`config.mk`:
```
export PLATFORM = sky130hd
export DESIGN_NAME = host_ring_top
export DESIGN_NICKNAME = d
export VERILOG_FILES = /design/src/verilog/host_ring_pkg.sv /design/src/verilog/host_ring_top.sv /design/src/verilog/line_fifo.sv /design/src/verilog/ring_writer.sv /design/src/verilog/status_writer.sv /design/src/verilog/write_arbiter.sv
export SDC_FILE = /design/constraint.sdc
export NUM_CORES = 1
export LEC_CHECK = 0
export BUFFER_PORTS_ARGS = -buffer_cell sky130_fd_sc_hd__buf_2
export CAP_MARGIN = 15
export CORE_MARGIN = 2
export CORE_UTILIZATION = 44
export DETAILED_ROUTE_END_ITERATION = 12
export PLACE_DENSITY = 0.7
export SLEW_MARGIN = 25
export SYNTH_ARGS = -nofsm -noshare
export SYNTH_HDL_FRONTEND = slang
export SYNTH_HIERARCHICAL = 1
export SYNTH_SLANG_ARGS = --single-unit
```
`constraint.sdc`:
```
create_clock -name clk -period 10.44 [get_ports clk]
set_input_delay 0.522 -clock clk [delete_from_list [all_inputs] [get_ports clk]]
set_output_delay 0.522 -clock clk [all_outputs]
set_load 0.05 [all_outputs]
```
`src/verilog/host_ring_pkg.sv`:
```
// Sizes, credit limits and FSM state codes for the host ring-buffer writer
// Host write kinds and the two-view request header union
package host_ring_pkg;

    // ====================
    // Data path and ring sizes
    // ====================
    localparam int LINE_BITS = 64;
    localparam int RING_IDX_BITS = 6;
    localparam int ADDR_BITS = 32;

    // Padding that widens a ring index to a full host address
    localparam int FENCE_PAD_BITS = ADDR_BITS - RING_IDX_BITS;

    // ====================
    // Credits and flush timing
    // ====================
    // Line FIFO depth, which is also the producer's starting credit count
    localparam int IN_CREDITS = 4;
    localparam int IN_PTR_BITS = $clog2(IN_CREDITS);
    localparam int IN_CNT_BITS = $clog2(IN_CREDITS + 1);

    localparam int MEM_CREDITS = 4;
    localparam int MEM_CNT_BITS = $clog2(MEM_CREDITS + 1);
    localparam logic [MEM_CNT_BITS-1:0] MEM_CREDIT_INIT = MEM_CNT_BITS'(MEM_CREDITS);

    // A run of this many idle cycles forces a fence
    localparam int IDLE_FLUSH_CYCLES = 16;
    localparam int IDLE_CNT_BITS = $clog2(IDLE_FLUSH_CYCLES + 1);
    localparam logic [IDLE_CNT_BITS-1:0] IDLE_LIMIT = IDLE_CNT_BITS'(IDLE_FLUSH_CYCLES);

    // Ring writer FSM state codes
    localparam int STATE_BITS = 2;
    localparam logic [STATE_BITS-1:0] ST_WAIT_EMPTY = 2'd0;
    localparam logic [STATE_BITS-1:0] ST_WAIT_DATA = 2'd1;
    localparam logic [STATE_BITS-1:0] ST_EMIT_FENCE = 2'd2;

    // Kind of a host write
    typedef enum logic [1:0]
    {
        KIND_LINE = 2'd0,
        KIND_FENCE = 2'd1,
        KIND_STATUS = 2'd2
    } req_kind_e;

    // One header word, read as an addressed write or as a fence
    // The kind sits in the top two bits of both views
    typedef union packed
    {
        struct packed
        {
            req_kind_e kind;
            logic [ADDR_BITS-1:0] addr;
        } wr;
        struct packed
        {
            req_kind_e kind;
            logic [RING_IDX_BITS-1:0] tag;
            logic [FENCE_PAD_BITS-1:0] pad;
        } fence;
    } req_hdr_u;

endpackage

```
`src/verilog/host_ring_top.sv`:
```
// Top level of the host ring-buffer writer
// Line FIFO, ring writer, status writer and write arbiter
`timescale 1ns/1ps

module host_ring_top
(
    input  logic clk,
    input  logic reset_n,

    // Configuration
    input  logic enable,
    input  logic [host_ring_pkg::ADDR_BITS-1:0] ring_base,
    input  logic [host_ring_pkg::ADDR_BITS-1:0] status_addr,
    input  logic [host_ring_pkg::RING_IDX_BITS-1:0] host_oldest_idx,

    // Producer stream with returned input credits
    input  logic in_valid,
    input  logic [host_ring_pkg::LINE_BITS-1:0] in_data,
    output logic in_credit,

    // Host write channel with returned write credits
    output logic mem_valid,
    output host_ring_pkg::req_hdr_u mem_hdr,
    output logic [host_ring_pkg::LINE_BITS-1:0] mem_data,
    input  logic mem_credit
);

    // ====================
    // FIFO to ring writer
    // ====================
    logic [host_ring_pkg::LINE_BITS-1:0] fifo_line;
    logic fifo_nonempty;
    logic fifo_pop;

    // ====================
    // Requesters to arbiter
    // ====================
    logic ring_req;
    host_ring_pkg::req_hdr_u ring_hdr;
    logic [host_ring_pkg::LINE_BITS-1:0] ring_data;
    logic ring_grant;

    logic stat_req;
    host_ring_pkg::req_hdr_u stat_hdr;
    logic [host_ring_pkg::LINE_BITS-1:0] stat_data;
    logic stat_grant;

    // Fenced index from the ring writer to the status writer
    logic [host_ring_pkg::RING_IDX_BITS-1:0] published_idx;

    line_fifo i_line_fifo
    (
        .clk,
        .reset_n,
        .in_valid,
        .in_data,
        .in_credit,
        .fifo_pop,
        .fifo_line,
        .fifo_nonempty
    );

    ring_writer i_ring_writer
    (
        .clk,
        .reset_n,
        .enable,
        .ring_base,
        .host_oldest_idx,
        .fifo_line,
        .fifo_nonempty,
        .fifo_pop,
        .ring_req,
        .ring_hdr,
        .ring_data,
        .ring_grant,
        .published_idx
    );

    status_writer i_status_writer
    (
        .clk,
        .reset_n,
        .status_addr,
        .published_idx,
        .stat_req,
        .stat_hdr,
        .stat_data,
        .stat_grant
    );

    write_arbiter i_write_arbiter
    (
        .clk,
        .reset_n,
        .ring_req,
        .ring_hdr,
        .ring_data,
        .ring_grant,
        .stat_req,
        .stat_hdr,
        .stat_data,
        .stat_grant,
        .mem_valid,
        .mem_hdr,
        .mem_data,
        .mem_credit
    );

endmodule

```
`src/verilog/line_fifo.sv`:
```
// Input line buffer for the producer stream
// Credited pushes in, one returned input credit per line handed on
`timescale 1ns/1ps

module line_fifo
(
    input  logic clk,
    input  logic reset_n,

    input  logic in_valid,
    input  logic [host_ring_pkg::LINE_BITS-1:0] in_data,
    output logic in_credit,

    input  logic fifo_pop,
    output logic [host_ring_pkg::LINE_BITS-1:0] fifo_line,
    output logic fifo_nonempty
);

    // Storage has no reset, only the pointers and the count do
    logic [host_ring_pkg::LINE_BITS-1:0] mem [host_ring_pkg::IN_CREDITS];

    logic [host_ring_pkg::IN_PTR_BITS-1:0] wr_ptr;
    logic [host_ring_pkg::IN_PTR_BITS-1:0] rd_ptr;
    logic [host_ring_pkg::IN_CNT_BITS-1:0] count;

    // The producer never pushes without a credit, so a push always finds room
    always_ff @(posedge clk)
    begin
        if (in_valid)
        begin
            mem[wr_ptr] <= in_data;
        end
    end

    // Depth is a power of two, so the pointers wrap on their own
    always_ff @(posedge clk)
    begin
        if (!reset_n)
        begin
            wr_ptr <= '0;
            rd_ptr <= '0;
            count <= '0;
            in_credit <= 1'b0;
        end
        else
        begin
            if (in_valid)
            begin
                wr_ptr <= wr_ptr + 1'b1;
            end
            if (fifo_pop)
            begin
                rd_ptr <= rd_ptr + 1'b1;
            end

            case ({in_valid, fifo_pop})
                2'b10: count <= count + 1'b1;
                2'b01: count <= count - 1'b1;
                default: count <= count;
            endcase

            // Each line handed on frees one slot and returns one credit
            in_credit <= fifo_pop;
        end
    end

    // A push shows up here one cycle later
    assign fifo_nonempty = (count != '0);
    assign fifo_line = mem[rd_ptr];

endmodule

```
`src/verilog/ring_writer.sv`:
```
// Ring index tracking and line write requests to the host ring
// Fence FSM with quarter-ring and idle flush triggers
// Exports the fenced index that the status writer publishes
`timescale 1ns/1ps

module ring_writer
(
    input  logic clk,
    input  logic reset_n,

    input  logic enable,
    input  logic [host_ring_pkg::ADDR_BITS-1:0] ring_base,
    input  logic [host_ring_pkg::RING_IDX_BITS-1:0] host_oldest_idx,

    input  logic [host_ring_pkg::LINE_BITS-1:0] fifo_line,
    input  logic fifo_nonempty,
    output logic fifo_pop,

    output logic ring_req,
    output host_ring_pkg::req_hdr_u ring_hdr,
    output logic [host_ring_pkg::LINE_BITS-1:0] ring_data,
    input  logic ring_grant,

    output logic [host_ring_pkg::RING_IDX_BITS-1:0] published_idx
);

    // ====================
    // Ring pointers
    // ====================

    logic [host_ring_pkg::STATE_BITS-1:0] state;

    // Slot that the next line write goes to
    logic [host_ring_pkg::RING_IDX_BITS-1:0] cur_idx;
    logic [host_ring_pkg::RING_IDX_BITS-1:0] next_idx;
    logic [host_ring_pkg::ADDR_BITS-1:0] cur_idx_ext;

    assign next_idx = cur_idx + 1'b1;
    assign cur_idx_ext = {{host_ring_pkg::FENCE_PAD_BITS{1'b0}}, cur_idx};

    // Writing into the host's oldest live slot would overrun unread lines
    logic allow_write;
    assign allow_write = (next_idx != host_oldest_idx);

    // ====================
    // Flush triggers
    // ====================

    // The quarter bit flips each time the index crosses a quarter of the ring
    logic flush_for_writes;
    assign flush_for_writes =
        cur_idx[host_ring_pkg::RING_IDX_BITS-2] != published_idx[host_ring_pkg::RING_IDX_BITS-2];

    logic [host_ring_pkg::IDLE_CNT_BITS-1:0] idle_cnt;
    logic flush_for_idle;
    assign flush_for_idle = (idle_cnt == host_ring_pkg::IDLE_LIMIT);

    logic flush_now;
    assign flush_now = flush_for_writes || flush_for_idle;

    logic emit_fence;
    logic wait_data;
    assign emit_fence = (state == host_ring_pkg::ST_EMIT_FENCE);
    assign wait_data = (state == host_ring_pkg::ST_WAIT_DATA);

    // Lines are held back once a flush is due so the fence goes out first
    logic line_ready;
    assign line_ready = fifo_nonempty && !emit_fence && !(wait_data && flush_now);

    assign ring_req = enable && allow_write && (line_ready || emit_fence);

    // A request left waiting means the host channel is out of write credits
    logic stalled;
    assign stalled = ring_req && !ring_grant;

    // Any grant outside the fence state is a line write leaving the FIFO
    assign fifo_pop = ring_grant && !emit_fence;

    // Idle cycles count only while lines are pending and the channel isn't stalled
    always_ff @(posedge clk)
    begin
        if (!reset_n)
        begin
            idle_cnt <= '0;
        end
        else if (!wait_data || fifo_pop)
        begin
            idle_cnt <= '0;
        end
        else if (!stalled && !flush_for_idle)
        begin
            idle_cnt <= idle_cnt + 1'b1;
        end
    end

    // ====================
    // Fence FSM
    // ====================
    always_ff @(posedge clk)
    begin
        if (!reset_n)
        begin
            state <= host_ring_pkg::ST_WAIT_EMPTY;
            cur_idx <= '0;
            published_idx <= '0;
        end
        else
        begin
            case (state)
                host_ring_pkg::ST_WAIT_EMPTY:
                begin
                    // First line since the last fence
                    if (ring_grant)
                    begin
                        state <= host_ring_pkg::ST_WAIT_DATA;
                        cur_idx <= next_idx;
                    end
                end

                host_ring_pkg::ST_WAIT_DATA:
                begin
                    if (ring_grant)
                    begin
                        cur_idx <= next_idx;
                    end
                    // The fence state holds the trigger until the fence is granted
                    if (flush_now)
                    begin
                        state <= host_ring_pkg::ST_EMIT_FENCE;
                    end
                end

                host_ring_pkg::ST_EMIT_FENCE:
                begin
                    // Everything below cur_idx is now committed
                    if (ring_grant)
                    begin
                        state <= host_ring_pkg::ST_WAIT_EMPTY;
                        published_idx <= cur_idx;
                    end
                end

                default:
                begin
                    state <= host_ring_pkg::ST_WAIT_EMPTY;
                end
            endcase
        end
    end

    // ====================
    // Request header
    // ====================
    always_comb
    begin
        ring_hdr = '0;
        if (emit_fence)
        begin
            // The fence tag carries the index being committed
            ring_hdr.fence.kind = host_ring_pkg::KIND_FENCE;
            ring_hdr.fence.tag = cur_idx;
        end
        else
        begin
            ring_hdr.wr.kind = host_ring_pkg::KIND_LINE;
            ring_hdr.wr.addr = ring_base + cur_idx_ext;
        end
    end

    assign ring_data = fifo_line;

endmodule

```
`src/verilog/status_writer.sv`:
```
// Status word writer for the host
// Sends the fenced ring index to the status address when it changes
`timescale 1ns/1ps

module status_writer
(
    input  logic clk,
    input  logic reset_n,

    input  logic [host_ring_pkg::ADDR_BITS-1:0] status_addr,
    input  logic [host_ring_pkg::RING_IDX_BITS-1:0] published_idx,

    output logic stat_req,
    output host_ring_pkg::req_hdr_u stat_hdr,
    output logic [host_ring_pkg::LINE_BITS-1:0] stat_data,
    input  logic stat_grant
);

    // Registered copy of the published index
    // The request rises the cycle after the index moves
    logic [host_ring_pkg::RING_IDX_BITS-1:0] pub_q;

    // Last index that actually reached the host
    logic [host_ring_pkg::RING_IDX_BITS-1:0] sent_idx;

    always_ff @(posedge clk)
    begin
        if (!reset_n)
        begin
            pub_q <= '0;
            sent_idx <= '0;
        end
        else
        begin
            pub_q <= published_idx;
            // pub_q always tracks the newest index, so a waiting request
            // picks up any later change before it is granted
            if (stat_grant)
            begin
                sent_idx <= pub_q;
            end
        end
    end

    assign stat_req = (pub_q != sent_idx);

    always_comb
    begin
        stat_hdr = '0;
        stat_hdr.wr.kind = host_ring_pkg::KIND_STATUS;
        stat_hdr.wr.addr = status_addr;
    end

    // The status word is the index, zero extended to a full line
    assign stat_data = {{(host_ring_pkg::LINE_BITS - host_ring_pkg::RING_IDX_BITS){1'b0}}, pub_q};

endmodule

```
`src/verilog/write_arbiter.sv`:
```
// Round-robin merge of ring and status requests onto the host write channel
// Write credit counter and registered channel outputs
`timescale 1ns/1ps

module write_arbiter
(
    input  logic clk,
    input  logic reset_n,

    input  logic ring_req,
    input  host_ring_pkg::req_hdr_u ring_hdr,
    input  logic [host_ring_pkg::LINE_BITS-1:0] ring_data,
    output logic ring_grant,

    input  logic stat_req,
    input  host_ring_pkg::req_hdr_u stat_hdr,
    input  logic [host_ring_pkg::LINE_BITS-1:0] stat_data,
    output logic stat_grant,

    output logic mem_valid,
    output host_ring_pkg::req_hdr_u mem_hdr,
    output logic [host_ring_pkg::LINE_BITS-1:0] mem_data,
    input  logic mem_credit
);

    logic [host_ring_pkg::MEM_CNT_BITS-1:0] credits;
    logic has_credit;

    // Set when the status writer wins the next tie
    logic stat_first;

    assign has_credit = (credits != '0);

    // Grants are combinational, nothing is granted without a credit
    assign ring_grant = has_credit && ring_req && (!stat_req || !stat_first);
    assign stat_grant = has_credit && stat_req && (!ring_req || stat_first);

    logic any_grant;
    host_ring_pkg::req_hdr_u sel_hdr;
    logic [host_ring_pkg::LINE_BITS-1:0] sel_data;

    assign any_grant = ring_grant || stat_grant;
    assign sel_hdr = stat_grant ? stat_hdr : ring_hdr;
    assign sel_data = stat_grant ? stat_data : ring_data;

    always_ff @(posedge clk)
    begin
        if (!reset_n)
        begin
            credits <= host_ring_pkg::MEM_CREDIT_INIT;
            stat_first <= 1'b0;
            mem_valid <= 1'b0;
        end
        else
        begin
            // A grant spends a credit, a returned credit refills one
            case ({any_grant, mem_credit})
                2'b10: credits <= credits - 1'b1;
                2'b01: credits <= credits + 1'b1;
                default: credits <= credits;
            endcase

            // The winner drops to low priority
            if (ring_grant)
            begin
                stat_first <= 1'b1;
            end
            else if (stat_grant)
            begin
                stat_first <= 1'b0;
            end

            mem_valid <= any_grant;
        end
    end

    // Fences carry no payload, so their data word goes out as zero
    always_ff @(posedge clk)
    begin
        if (any_grant)
        begin
            mem_hdr <= sel_hdr;
            if (sel_hdr.wr.kind == host_ring_pkg::KIND_FENCE)
            begin
                mem_data <= '0;
            end
            else
            begin
                mem_data <= sel_data;
            end
        end
    end

endmodule
```
# Yosys cells after proc, flatten, opt, wreduce, memory -nomap -nowiden
# Memories as Yosys holds them, arrays and structs flattened. A register that Yosys moved wholly into a read port is not among the register bits.
# Index checks and enable logic that the tools add are counted.
[totals]
elab_cells = 96
output_inout_bits = 100
input_bits = 139
n_memories = 1
regBits = 142
ramBits = 256
[op_classes]
reduce_logical = 39
n_addsub = 9
muxes = 16
bitwise = 1
eq_ne = 14
[memory_table]
columns = ["name", "depth", "width", "read_ports", "rd_ports_with_merged_regs", "write_ports", "line_no", "rtl"]
rows = [
  ["i_line_fifo.mem", 4, 64, 1, 1, 1, "line_fifo.sv:20", "logic [host_ring_pkg::LINE_BITS-1:0] mem [host_ring_pkg::IN_CREDITS];"],
]
[ops]
columns = ["operator", "count"]
rows = [
  ["2-to-1 mux 34 bit", 1],
  ["adder 32 x 6 -> 32 bit", 1],
  ["2-to-1 mux 26 bit", 1],
  ["logical AND 1 bit", 12],
  ["inequality test 6 bit", 2],
  ["one-hot mux 3 bit (2 select lines)", 2],
  ["2-to-1 mux 2 bit", 5],
  ["zero test 1 bit", 9],
  ["== test 2 x 1 -> 1 bit, second input constant", 4],
  ["2-to-1 mux 7 bit", 1],
  ["adder 3 x 1 -> 3 bit, second input constant", 2],
  ["adder 6 x 1 -> 6 bit, second input constant", 1],
  ["== test 2 bit, second input constant", 3],
  ["logical OR 1 bit", 6],
  ["2-to-1 mux 6 bit", 1],
  ["inequality test 2 x 1 -> 1 bit, second input constant", 3],
  ["one-hot mux 2 bit (3 select lines)", 1],
  ["nonzero test 2 bit", 3],
  ["nonzero test 3 bit", 2],
  ["OR reduction 2 bit", 3],
  ["subtractor 3 x 1 -> 3 bit, second input constant", 2],
  ["adder 5 x 1 -> 5 bit, second input constant", 1],
  ["== test 5 bit, second input constant", 1],
  ["adder 2 x 1 -> 2 bit, second input constant", 2],
  ["other kinds (6)", 10],
]

# Longest topological paths before layout
# Gate-level depths: netlist of the first run.
[logic_depth]
word_depth = 13
ltp_mapped = 16
mapped_depth_nobuf = 15

# By module
# The synthesis of the first run kept the hierarchy.
[by_module_without_submodules]
columns = ["mod", "seq_area_each_um2", "instances", "area_each_um2", "cells_per_inst"]
rows = [
  ["line_fifo", 7887.6, 1, 9781.9, 381],
  ["write_arbiter", 3042.9, 1, 4882.2, 379],
  ["ring_writer", 380.4, 1, 2518.7, 344],
  ["status_writer", 240.2, 1, 1146.1, 134],
]

# Least setup slack after synthesis of the first run
# OpenSTA, ideal clock, no wires.
[synth_path]
kind = "register to register"
startpoint = "reg i_ring_writer/cur_idx[1] in the netlist's numbering"
endpoint = "reg i_write_arbiter/mem_data[0] in the netlist's numbering (enable)"
setup_time_ps = 451
n_path_buf = 0
arrival_ps = 3789
required_ps = 9989
synth_period_minus_slack_ps = 4240
stages_incl_launch_ff = 9
slack_ps = 6200
cell_sequence = "dfxtp_1 -> ha_1 -> nand2b_1 -> a21o_1 -> a31oi_1 -> nor4_1 -> nor4b_1 -> o21ai_0 -> inv_1"
[synth_between]
elab_chain_cells = 8
elab_cells_between_ends = 10
cone_classes = "add/sub: 1; eq/ne: 1; reduce/logical: 8"
[synth_rtl]
columns = ["element", "line_no", "rtl"]
rows = [
  ["from (decl)", "ring_writer.sv:34", "logic [host_ring_pkg::RING_IDX_BITS-1:0] cur_idx;"],
  ["from (signal assigned)", "ring_writer.sv:116", "cur_idx <= next_idx;"],
  ["from (signal assigned)", "ring_writer.sv:124", "cur_idx <= next_idx;"],
  ["adder 6 x 1 -> 6 bit *", "ring_writer.sv:38", "assign next_idx = cur_idx + 1'b1;"],
  ["inequality test 6 bit *", "ring_writer.sv:43", "assign allow_write = (next_idx != host_oldest_idx);"],
  ["logical AND 1 bit * (2 in series)", "ring_writer.sv:70", "assign ring_req = enable && allow_write && (line_ready || emit_fence);"],
  ["named net ring_req", "host_ring_top.sv:38", "logic ring_req;"],
  ["zero test 1 bit", "write_arbiter.sv:36", "assign stat_grant = has_credit && stat_req && (!ring_req || stat_first);"],
  ["logical OR 1 bit", "write_arbiter.sv:36", ""],
  ["logical AND 1 bit", "write_arbiter.sv:36", ""],
  ["logical OR 1 bit *", "write_arbiter.sv:42", "assign any_grant = ring_grant || stat_grant;"],
  ["named net i_write_arbiter.any_grant", "write_arbiter.sv:38", "logic any_grant;"],
  ["to (signal assigned)", "write_arbiter.sv:89", "mem_data <= sel_data;"],
  ["to (decl)", "write_arbiter.sv:22", "output logic [host_ring_pkg::LINE_BITS-1:0] mem_data,"],
]
# Mark *: on every way through the listed nets, which the timed path passes. The rest lies on a longest branch.
# A chain may end at the register's enable or synchronous reset.

# Worst setup path after layout of the first run
[layout_path]
startpoint = "reg i_ring_writer/cur_idx[0] in the netlist's numbering"
endpoint = "reg i_line_fifo/count[2] in the netlist's numbering"
[layout_between]
elab_chain_cells = 9
elab_cells_between_ends = 11
cone_classes = "add/sub: 1; eq/ne: 3; mux: 1; reduce/logical: 6"
[layout_rtl]
columns = ["element", "line_no", "rtl"]
rows = [
  ["adder 6 x 1 -> 6 bit *", "ring_writer.sv:38", ""],
  ["inequality test 6 bit *", "ring_writer.sv:43", ""],
  ["logical AND 1 bit * (2 in series)", "ring_writer.sv:70", ""],
  ["named net ring_req", "host_ring_top.sv:38", ""],
  ["logical AND 1 bit * (2 in series)", "write_arbiter.sv:35", "assign ring_grant = has_credit && ring_req && (!stat_req || !stat_first);"],
  ["named net ring_grant", "host_ring_top.sv:41", "logic ring_grant;"],
  ["logical AND 1 bit *", "ring_writer.sv:77", "assign fifo_pop = ring_grant && !emit_fence;"],
  ["named net fifo_pop", "host_ring_top.sv:33", "logic fifo_pop;"],
  ["== test 2 x 1 -> 1 bit / == test 2 bit (equally long branches)", "line_fifo.sv:56", "case ({in_valid, fifo_pop})"],
  ["one-hot mux 3 bit (2 select lines) / nonzero test 2 bit (equally long branches)", "--", ""],
  ["to (signal assigned)", "line_fifo.sv:57", "2'b10: count <= count + 1'b1;"],
  ["to (signal assigned)", "line_fifo.sv:58", "2'b01: count <= count - 1'b1;"],
  ["to (signal assigned)", "line_fifo.sv:59", "default: count <= count;"],
  ["to (decl)", "line_fifo.sv:24", "logic [host_ring_pkg::IN_CNT_BITS-1:0] count;"],
]
# Marked as above.

==> run summary, run 1 <==
The filler cell count came out at 3,465. The average instance in the mapped netlist occupies 14.81 um2. The clock latency on the worst-skew pair is 560 ps. The count of unresolved DRC violations after routing was 0.

The clock-pin slew reported for the worst setup and hold paths after clock tree synthesis works out to 60 ps. The cell area after placement was 18,930 um2; the flop and latch count out of synthesis was 400. Dividing total power by cell area gives a power density of 223.8 nW/um2.

Largest family of logic cells by synthesized area: multiplexers. Setup total negative slack on the finished layout was measured at 0 ps. The count of port buffers added during placement works out to 238.

The placed cell count is 1,863, and the count of standard-cell rows is 74. Yosys mapped the design onto 61 distinct sky130hd cell types. The post-layout instance count excluding filler cells is 1,946. The H-tree depth was 2. Cell internal power was estimated by the tool at 3.213 mW.

In the layout the commonest cells are 354 x edfxtp_1, 239 x buf_2, 154 x nand2_1. For the finished layout, the period the worst path requires is 4612 ps. The summed area of non-filler cells in the final layout was 20,400 um2; the total congestion overflow after global routing was 0.

The sequential fraction of the synthesis area is 63.02%, and the share of the synthesized area in compound gates (AO/OA/AOI/OAI) is 2.458%. TritonCTS built the clock tree. For this run, the top clock speed supported by timing is 216.8 MHz. The residual antenna-violating net count after detailed routing was 0; the portion of netlist area occupied by mux cells was 14.02%. The pre-antenna-repair detailed-routing pass consisted of 5 iterations. The via count of the first global-routing pass is 10,262, and the parity-gate share of the synthesized area counting xor and xnor cells is 2.341%.

After Yosys synthesis, full adders, half adders and majority gates account for 1.352% of the synthesized area. In this run, post-CTS repair resized a total of 0 instances. The worst pin sits at a relative slew slack of 31.76%.

The async set or reset register ratio after synthesis is 0%, and the data arrival time of the critical path is 5080 ps. Synthesis produced a netlist whose cell count is 1,238. In the synthesized netlist the dominant register cell turns out to be edfxtp_1. After Yosys synthesis, and, or, nand and nor cells account for 7.605% of the synthesized area.

Summed over all nets, the switching power comes to 1.353 mW. The run gives 37,520 um as the aggregate routed wire length. The tools report the number of buffers created by CTS as 43. STA puts the critical path data required time at 10,910 ps.

For the wire length of the first global-routing pass, the log shows 58,190 um. In this run the clock root is driven by a clkbuf_16. Once detailed placement completed, the half-perimeter wirelength came to 23,100 um.

The type of element capturing the critical path was a register. The number of buffers inserted to repair setup after CTS is 0. Setup violations remaining at the end of the flow were counted as 0. For the pin with the worst max-slew slack, the measured transition is 1024 ps. In the final design database the tool counted 1,534 nets.

The die extent in y was 208.1 um. The classification of the worst-slack hold path was primary input to register. The run gives 0 as the number of pins exceeding their max-slew limit in the final report. The ratio of cells with drive above 1 in the final layout works out to 29.52%.

The pin count of the biggest net entering global routing came out at 65. The worst-case vdd ir drop is 0.0001921 V, and the die outline area is 43,310 um2. The number of enable flip-flop cells after synthesis came out at 354.

Hold-fix buffer count after cts: 0. Clock tree synthesis found a total of 400 sinks. The starting density of the core was 44.69%; the routed wirelength normalized by instance count was 19.28 um.

The share of power burned in registers is 44.8%, and the fraction of power spent switching nets is 29.63%. The final route contains 9,878 vias. Most common library cell in the layout ignoring fill and taps: edfxtp_1. The tools report the number of buffers between clock root and the deepest sink as 3. The tool flagged a number of max-cap violations equal to 0. Setup repair after global routing left no endpoint under its margin. The number of antenna violations at the first check in global routing was 8; the post-layout utilization of the core was 49.73%. The run gives 6 as the yosys synthesis warning count.

Routability-driven placement finished with a final weighted congestion of 0.8076. For this block, the initial DRC count from the detailed router was 606. In this run the worst path has a maximum fanout of 14. Summed over all cells, the static leakage comes to 7.773 nW.

STA classifies the critical path startpoint as a register. The ratio of final minimum period to clock period was 44.17%; the final hold violation count was 0. Across the routed clock network, the largest skew measured is 14.15 ps.

The synthesized netlist occupies a cell area of 18,330 um2. The share of total power dissipated in the clock network is 33.9%. The growth of design area from synthesis to finish came out at 11.30%. Total power for the finished layout comes to 4.566 mW. After detailed routing, the number of vias per cell comes to 5.076. The worst setup path is of the register to register kind. In this run the horizontal extent of the chip is 208.1 um. During I/O placement, the number of pins put on the boundary was 239. In the global route stage, overall resource usage came out at 17.32%.

The combinational group share of total power was 21.3%. The run finished with clean final reports. The area of the core region was 41,020 um2.
==> state kept, by name (all words and copies together), names as in the netlist, named ones only <==
register / cells
i_line_fifo/mem: 256
i_write_arbiter/mem_data: 64
i_write_arbiter/mem_hdr: 34
i_ring_writer/cur_idx: 6
i_ring_writer/published_idx: 6
i_status_writer/pub_q: 6
i_status_writer/sent_idx: 6
i_ring_writer/idle_cnt: 5
i_line_fifo/count: 3
i_write_arbiter/credits: 3
i_line_fifo/rd_ptr: 2
i_line_fifo/wr_ptr: 2
i_ring_writer/state: 2
i_line_fifo/in_credit: 1
i_write_arbiter/mem_valid: 1
i_write_arbiter/stat_first: 1
==> power by group through the flow <==
stage	logic [mW]	clock network [mW]	registers, mW
2_1_floorplan	0.580	0	2.37
3_3_place_gp	0.963	0	2.08
3_5_place_dp	0.977	0	2.09
4_1_cts	0.982	1.59	2.05
5_1_grt	1.04	1.65	2.06
6_report	0.970	1.55	2.05
==> synth_stat cells (5+ instances only) <==
| cell | count | area (um2) |
|---|---|---|
| mux2_2 | 29 | 326.6 |
| a211oi_1 | 5 | 37.54 |
| a21boi_0 | 8 | 60.06 |
| buf_4 | 163 | 1224 |
| nor3_1 | 5 | 25.02 |
| a21oi_1 | 15 | 75.07 |
| buf_6 | 6 | 67.56 |
| edfxtp_1 | 354 | 10630 |
| o21ai_0 | 15 | 75.07 |
| xor2_1 | 25 | 219.0 |
| and3_1 | 5 | 31.28 |
| mux4_2 | 60 | 1351 |
| inv_1 | 25 | 93.84 |
| and2_1 | 22 | 137.6 |
| buf_2 | 8 | 40.04 |
| nand3_1 | 18 | 90.09 |
| nand2b_1 | 7 | 43.79 |
| nand2_1 | 154 | 578.1 |
| nor2b_1 | 13 | 81.33 |
| nand4_1 | 11 | 68.82 |
| buf_12 | 6 | 120.1 |
| clkbuf_1 | 20 | 75.07 |
| dfxtp_1 | 46 | 920.9 |
| mux2i_1 | 73 | 730.7 |
| or3_1 | 7 | 43.79 |
| ha_1 | 15 | 187.7 |
| mux2_1 | 5 | 56.30 |
| xnor2_1 | 24 | 210.2 |
| nor2_1 | 32 | 120.1 |
==> final timing paths <==
| check | startpoint | to | slack, ps | cells after the start |
|---|---|---|---|---|
| setup / recovery | i_ring_writer/cur_idx[0] | i_line_fifo/count[2] | 5830 | 15 |
| hold / removal | in_data[35] | i_line_fifo/mem[3][35] | 180 | 1 |
| setup reg to reg | i_ring_writer/cur_idx[0] | i_line_fifo/count[2] | 5830 | 15 |
| hold reg to reg | i_ring_writer/published_idx[2] | i_status_writer/pub_q[2] | 460 | 1 |
==> per-stage QoR <==
stage                     setup WS, ps  hold WS (ps)
after floorplan                   6200         429.6
after global placement            6045         445.9
after detailed placement          5834         451.7
after CTS                         5818         136.3
after global routing              5500         161.0
final                             5828         177.4
==> kinds of logic after synthesis <==
family / after synthesis
AO/OA/AOI/OAI: 66
XOR/XNOR: 49
adder cells (fa/ha/maj): 18
buffers and inverters: 236
flip-flops: 400
multiplexers: 171
other: 3
AND/OR/NAND/NOR: 295
==> critical path: stages (launching register included) <==
cell      delay (ps)
dfxtp_1          530
ha_1             270
nand2b_1         110
a21o_1           180
a31oi_1          240
nor4_1            80
nor4b_1          600
nand2_1          100
a21oi_1          720
nor2b_1          380
ha_1             250
inv_1             60
fa_1             380
xor2_1           160
or3_1            300
a21boi_0         180
==> per-layer routing <==
metal  global-route usage (%)  part of all wire, %  vias up
li1                         -                    -     4623
met1                    21.41                   42     4925
met2                    30.20                   51      267
met3                    3.849                  5.6       57
met4                    5.681                  2.0        6
met5                        0                 0.10        -
==> cell type report <==
class | instances | area (um2) | share of cell area (%)
Antenna cell | 5 | 12.51 | 0.06133
Clock buffer | 53 | 1166 | 5.716
Clock inverter | 24 | 286.5 | 1.405
Inverter | 25 | 96.34 | 0.4723
Multi-Input combinational cell | 660 | 5345 | 26.20
Sequential cell | 400 | 11560 | 56.66
Tap cell | 532 | 665.6 | 3.263
Timing Repair Buffer | 247 | 1269 | 6.219
No activity file was read; power rests on OpenSTA's default activity.
==> run 2, diff against run 1 <==
==> constraint.sdc (replaced) <==
create_clock -name clk -period 4.67 [get_ports clk]
set_input_delay 0.2335 -clock clk [delete_from_list [all_inputs] [get_ports clk]]
set_output_delay 0.2335 -clock clk [all_outputs]
set_load 0.05 [all_outputs]
==> run 2 against run 1 <==
Critical path depth up 1. Sequential share of layout area fell by 2.6 points. Maximum frequency up 12%. Clock skew is 6.1 ps lower. Wire length increased by 1.9%. Critical endpoint unchanged.
==> run summary, run 2 (same netlist as run 1, synthesis figures left out) <==
The run finished with clean final reports. For this block, the routed nets add up to 38,250 um of wire. From bottom edge to top edge, the die measures 208.1 um. For this design the top-level I/O count stands at 239. Peak fanout along the critical path: 14. The tools report the combinational group share of total power as 22.6%.

STA classifies the critical path endpoint as a register. Iteration count of the initial detailed-routing pass: 4. Number of buffers inserted to repair setup after CTS: 0. IR analysis of the VDD net gives a maximum drop of 0.0003538 V.

The leakage power summed over all cells came out at 8.176 nW. The register name with the most flops was i_line_fifo/mem. Width of the chip: 208.1 um. In this run, placement finished with an instance count of 1,868. TritonCTS created 43 clock buffers. In the routed design, unresolved DRC markers number 0.

The power per cell area is 470.2 nW/um2. At the pin with the least slew margin, the transition time is 900.2 ps. Clock latency on the worst-skew pair, taken at its later pin, is 550 ps. Port buffering added 238 buffers.

Data on the critical path arrives at its endpoint at 4560 ps. The filler cells instantiated in the layout total 3,420. The clock-pin slew reported for the worst setup and hold paths after clock tree synthesis is 50 ps, and the worst slew slack as a fraction of its limit is 39.99%. The register with the most flip-flops in the layout has 256 of them.

The run gives 0 as the total of cells resized after clock tree synthesis. The total overflow left after global routing is 0. For this run, the top clock speed supported by timing is 243.7 MHz.

In the layout the commonest cells are 354 x edfxtp_1, 239 x buf_2, 154 x nand2_1. Starting density of the core: 44.69%. In this run switching power makes up 30.09% of total power. The tool flagged a number of max-cap violations equal to 0. The number of antenna violations at the first check in global routing is 1, and the residual antenna-violating net count after detailed routing is 0. The H-tree generated during clock tree synthesis spans 2 levels. The tools report the accumulated negative setup slack as 0 ps. The root buffer cell is clkbuf_16.

Entering global routing, the biggest net connects 65 pins. Registers are responsible for 45.6% of the overall power. The largest registers in the layout are i_line_fifo/mem: 256 flops, i_write_arbiter/mem_data: 64 flops, i_write_arbiter/mem_hdr: 34 flops. No sink is reached through more buffers than the 3 on the longest clock path. Dividing the detail-routed wire length by the instance count gives 18.72 um.

Clock period minus final worst setup slack: 4103 ps. Setup violations remaining at the end of the flow were counted as 0. For this run, the post-layout net count is 1,635. The first global-routing pass estimated 59,370 um of wire.

The run gives 8.008 ps as the worst-case clock skew. The count of standard-cell rows came out at 74. The min-delay analysis places its worst path in the category primary input to register. The routed layout has 10,220 vias. Hold repair after CTS inserted 96 buffers. The core region is 41,020 um2.

The HPWL reported at the end of detailed placement was 23,130 um; the internal power was 7.025 mW. Cells with a size suffix above 1 make up 27.42% of the layout. The die covers 43,310 um2. The count of clock tree sinks came out at 400. The tools report the type of element launching the critical path as a register. The all-layer global routing usage came out at 17.64%. From synthesis to final layout, the design area changed by 16.59%. Final hold analysis gives a worst-case slack of 117.6 ps. Setup repair after global routing left no endpoint under its margin.

Data required time at the worst endpoint: 5130 ps. For this design the total switching power over the nets is 3.023 mW. The run gives 559 as the first-iteration detailed-routing DRC count. Via count of the first global-routing pass: 10,631. In the finished design, the share of the clock period the worst path needs comes to 87.86%. TritonCTS built the clock tree. The final hold violation count is 0. The critical path in this run is classified as register to register. The library cell used most frequently in the layout, excluding fill and tap cells, is edfxtp_1. The number of pins exceeding their max-slew limit in the final report is 0, and the proportion of power drawn by the clock network is 31.8%.

At the end of routability-driven placement, the weighted congestion stood at 0.8147. After detailed routing, the number of vias per cell comes to 5.002. For the post-layout instance count excluding filler cells, the log shows 2,043.
[run 2: cell types whose count changed in the layout (fill, tap and decap cells not counted), sizes merged, moves of 3 or more]
| cell | previous run | this run |
|---|---|---|
| clkinv | 16 | 13 |
| clkbuf | 53 | 62 |
| dlygate4sd3 | 0 | 96 |
| bufinv | 6 | 1 |
| buf | 247 | 252 |
| diode | 5 | 1 |
[run 2: layer usage]
layer  wire length, um  GRT usage (%)  vias up
met5                 0              0        -
met4               742          5.259        0
met3              2010          3.230       56
met2             19630          31.31      322
met1             15870          22.01     5027
li1                  -              -     4815
[run 2: worst max-delay path, cell delays in order (launching register included)]
cell and delay (ps):
dfxtp_1 500, ha_1 260, nand2b_1 110, a21o_1 170
a31oi_1 230, nor4_1 80, nor4b_1 560, nand2_1 90
a21oi_1 140, buf_4 200, nor2b_1 330, ha_1 250
inv_1 60, fa_1 370, xor2_1 160, or3_1 320
a21boi_0 200
[run 2: power by group through the flow]
stage	Combinational (mW)	Clock (mW)	Sequential, mW
floorplan	1.30	0	5.31
global placement	2.15	0	4.68
detailed placement	2.19	0	4.68
CTS	2.27	3.27	4.61
global route	2.43	3.41	4.62
finish	2.27	3.20	4.58
[run 2: metrics by stage]
step                      setup slack (ps)  power (mW)  instance area, um2  util (%)
after floorplan                      430.0       6.605               18550         -
after global routing                 126.6       10.46               21370     52.10
after global placement               814.4       6.825               18940     46.18
after detailed placement             611.9       6.868               19060     46.46
final                                566.8       10.05               21370     52.10
after CTS                            596.4       10.15               21340     52.03
[run 2: final timing paths]
path / start / to / slack (ps) / cells past startpoint
max: i_ring_writer/cur_idx[0] / i_line_fifo/count[2] / 570 / 16
min reg2reg: i_ring_writer/published_idx[3] / i_status_writer/pub_q[3] / 450 / 1
min: in_valid / i_line_fifo/wr_ptr[1] / 120 / 3
max reg2reg: i_ring_writer/cur_idx[0] / i_line_fifo/count[2] / 570 / 16
[run 2: area by class of cell]
cell class                 count  area (um2)  area share (%)
tap                          532       665.6           3.115
sequential                   400       11560           54.09
inverter                      25       96.34          0.4508
antenna                        1       2.502         0.01171
timing repair buffer         348        2380           11.14
multi-input combinational    660        5345           25.01
clock inverter                15       101.3          0.4743
clock buffer                  62        1220           5.709
==> run 3, diff against run 2 <==
--- a/config.mk
+++ b/config.mk
@@ -5,6 +5,7 @@
 export SDC_FILE = /design/constraint.sdc
 export NUM_CORES = 1
 export LEC_CHECK = 0
+export ABC_AREA = 1
 export BUFFER_PORTS_ARGS = -buffer_cell sky130_fd_sc_hd__buf_2
 export CAP_MARGIN = 15
 export CORE_MARGIN = 2
==> run 3 against run 2 <==
Final cell count is 33% higher. Global-route usage increased by 2.7 points. Largest cell class unchanged. Area after synthesis is 5.8% higher. Highest routed layer is now met5.
==> run summary, run 3 <==
The flow ran to the end, and the final reports show no timing, DRC or antenna violations. For this block, wires on met1 add up to 19,900 um. After layout, the worst path uses 78.04% of the clock period. The growth of design area from synthesis to finish is 14.52%. Using the TritonRoute via totals, the vias-per-cell ratio works out to 5.054.

The count of endpoints failing setup in the final report is 0, and the placed cell count is 2,544. The most frequently used flop master after synthesis is edfxtp_1. The first global-routing pass estimated 71,890 um of wire. The library cell used most frequently in the layout, excluding fill and tap cells, is edfxtp_1. After synthesis, the share of flip-flops with an asynchronous set or reset is 0%. The ratio of cells with drive above 1 in the final layout was 19.10%; the fraction of power spent switching nets was 44.69%. The clock tree synthesis step divided the H-tree into 2 levels. Setup repair after global routing left no endpoint under its margin.

In this run the vertical extent of the chip is 213.9 um. Hold repair after CTS inserted 96 buffers. STA puts the critical path data arrival time at 4100 ps. The largest area contributor in the synthesized netlist is edfxtp_1. The area of the mapped netlist was 19,380 um2.

The power per cell area works out to 691.1 nW/um2. TritonCTS built the clock tree. Wire segments on met2 add up to 22,770 um in the final route. The cell with the largest stage delay on the worst path was dfxtp_1. The floorplan has 76 rows. Traced cell by cell, the critical path runs through ha_1, nand2_1, nand2_1, nand2_1, nand2_1, nor2_1, nand2_1, nor2_2, nand2_2, and2_2, a21oi_4, nand2_4, clkinv_1, nor2_1, ha_1, inv_1, fa_1, o21ai_0, nor2_1, a21oi_1, o21ai_0. Sorting the synthesized cells by area gives the leading types as edfxtp_1 55%, nand2_1 6.7%, buf_4 6.5%, dfxtp_1 4.8%, nor2_1 3.5%.

The tools report the number of pins exceeding their max-slew limit in the final report as 0. The register with the most flip-flops in the final layout is i_line_fifo/mem. The residual antenna-violating net count after detailed routing was 0. The share of power burned in registers came out at 34.9%. For the post-layout instance count excluding filler cells, the log shows 2,720. Timing analysis after detailed placement gives a worst setup slack of 1021 ps. The critical path in this run is classified as register to register. At the end of routability-driven placement, the weighted congestion stood at 0.8954. The run gives 2,257 as the final layout net count.

The commonest cells after synthesis are 354 x edfxtp_1, 347 x nand2_1, 179 x nor2_1. By instance count, the cell type seen most on the critical path is nand2_1. Global routing finished with a remaining overflow of 0. Detailed placement ended at an HPWL of 29,440 um. The final hold violation count is 0.

The area fraction of the dominant cell type after synthesis is 54.84%. Cell internal power was estimated by the tool at 8.485 mW. The data required time at the worst endpoint came out at 5120 ps. Detailed routing placed a total of 3683 um of wire on met3. The synthesized area per cell works out to 10.22 um2.

For this run, design rule violations remaining after detail routing come to 0. The unique cell type count in the Yosys netlist is 48. The analysis attributes to net switching a power of 6.856 mW. Synthesis produced 1,896 cells.

After clock tree synthesis, the clock-pin slew on the worst setup and hold paths is 60 ps. The first routing iteration left 1,163 violations. Along the worst path, the maximum fanout reaches 33.

The run gives 13.31 ps as the worst-case clock skew. The largest registers in the layout are i_line_fifo/mem: 256 flops, i_write_arbiter/mem_data: 64 flops, i_write_arbiter/mem_hdr: 34 flops. The run gives 0 ps as the accumulated negative setup slack.

The number of buffers inserted to repair setup after CTS came out at 0. The run gives 38.78% as the worst slew slack as a fraction of its limit. Clock latency on the worst-skew pair, taken at its later pin, is 570 ps. The yosys synthesis warning count is 6, and the pin count of the biggest net entering global routing is 98. The proportion of power drawn by the clock network is 20.9%. The final route contains 13,747 vias.

For this run, the register share of the synthesized area comes to 59.59%. The run gives 47,290 um as the aggregate routed wire length. Flop and latch count out of synthesis: 400.

Summing all placed instances gives a cell area of 19,890 um2. The number of antenna violations at the first check in global routing was 8; the summed area of non-filler cells in the final layout was 22,200 um2. The tools report the worst hold slack as 41.82 ps.

The via count of the first global-routing pass is 13,237. Uppermost layer routed: met5. Post-CTS repair changed the size of 0 cells.

The register with the most flip-flops in the layout has 256 of them. The logs give 0.0007024 V for the worst-case vdd ir drop and 1026 ps for the setup slack after layout. The die outline area was 45,750 um2. STA classifies the critical path endpoint as a register. The maximum clock frequency was 274.4 MHz; the leakage power summed over all cells was 9.077 nW. The type of element launching the critical path is a register. The classification of the worst-slack hold path was primary input to register.

In the layout the commonest cells are 354 x edfxtp_1, 344 x nand2_1, 238 x buf_2. The longest clock path from root to sink contains 3 buffers. The core region is 43,270 um2.

Of the total power, combinational logic draws 44.3%. In this run the tool buffered the top-level ports with 238 buffer cells. The largest stage delay on the critical path came out at 480 ps. The width of the chip is 213.9 um, and the all-layer global routing usage is 20.34%.

The initial utilization of the core area, before any placement, comes to 44.80%. For the pin with the worst max-slew slack, the measured transition is 918.3 ps. The tool flagged a number of max-cap violations equal to 0. The number of top-level pins was 239; the number of buffers created by CTS was 43. The clock period could shrink to 3644 ps. The number of enable flip-flop cells after synthesis came out at 354.

Routed wirelength normalized by instance count: 17.39 um. CTS saw 400 sinks. The root buffer cell is clkbuf_16. Before antenna repair, the detailed router went through 5 iterations.

The library cell with the highest instance count after synthesis was edfxtp_1.
## run 3: cell types whose count changed after synthesis, sizes merged, moves of 17 or more
cell   delta
nand2   +202
nor2    +151
o21ai   +148
inv     +146
a21oi    +97
nand3    +86
mux2i    -73
mux4     -64
o22ai    +64
mux2     -34
buf      +28
and2     -23
xor2     -20
xnor2    -17
## run 3: logic make-up after synthesis
group	synth area share [%]
AO/OA/AOI/OAI	10.99
flip-flops	59.59
AND/OR/NAND/NOR	14.94
XOR/XNOR	0.5422
other	0.05809
buffers and inverters	12.60
adder cells (fa/ha/maj)	1.278
## run 3: power by group through the flow
stage | sequential [mW] | clock [mW] | combinational (mW)
final | 5.35 | 3.20 | 6.79
after global routing | 5.42 | 3.42 | 7.44
after CTS | 5.36 | 3.27 | 6.80
after detailed placement | 5.43 | 0 | 6.73
after global placement | 5.42 | 0 | 6.60
after floorplan | 6.97 | 0 | 4.12
## run 3: critical path, delay by kind of cell (launching register included)
kind,cells,cell delay (ps)
buf+inv,2,240
compound gates,4,450
simple gates,12,1440
flops,1,480
fa+ha+maj,3,940
## run 3: metrics by stage
stage / power [mW] / utilization [%]
final: 15.34 / 51.31
after global routing: 16.28 / 51.30
after CTS: 15.44 / 51.24
after detailed placement: 12.16 / 45.97
after global placement: 12.02 / 45.97
after floorplan: 11.10 / -
## run 3: cell type report
cell class,instances,area [um2]
Fill cell,3845,21070
Sequential cell,400,11560
Multi-Input combinational cell,1132,5653
Timing Repair Buffer,350,2272
Clock buffer,57,1171
Tap cell,585,732.0
Inverter,173,659.4
Clock inverter,19,145.1
Antenna cell,4,10.01
## run 3: final timing paths
path	start	end	slack [ps]	cells past startpoint
setup / recovery	i_ring_writer/cur_idx[0]	i_write_arbiter/credits[2]	1030	21
hold / removal	mem_credit	i_write_arbiter/credits[0]	40	3
setup reg to reg	i_ring_writer/cur_idx[0]	i_write_arbiter/credits[2]	1030	21
hold reg to reg	i_line_fifo/rd_ptr[1]	register	440	1
## run 3: routing by layer
| layer | track usage [%] | vias up |
|---|---|---|
| met5 | 0 | - |
| met4 | 5.460 | 10 |
| met3 | 4.979 | 85 |
| met2 | 34.61 | 517 |
| met1 | 25.97 | 6481 |
| li1 | - | 6654 |
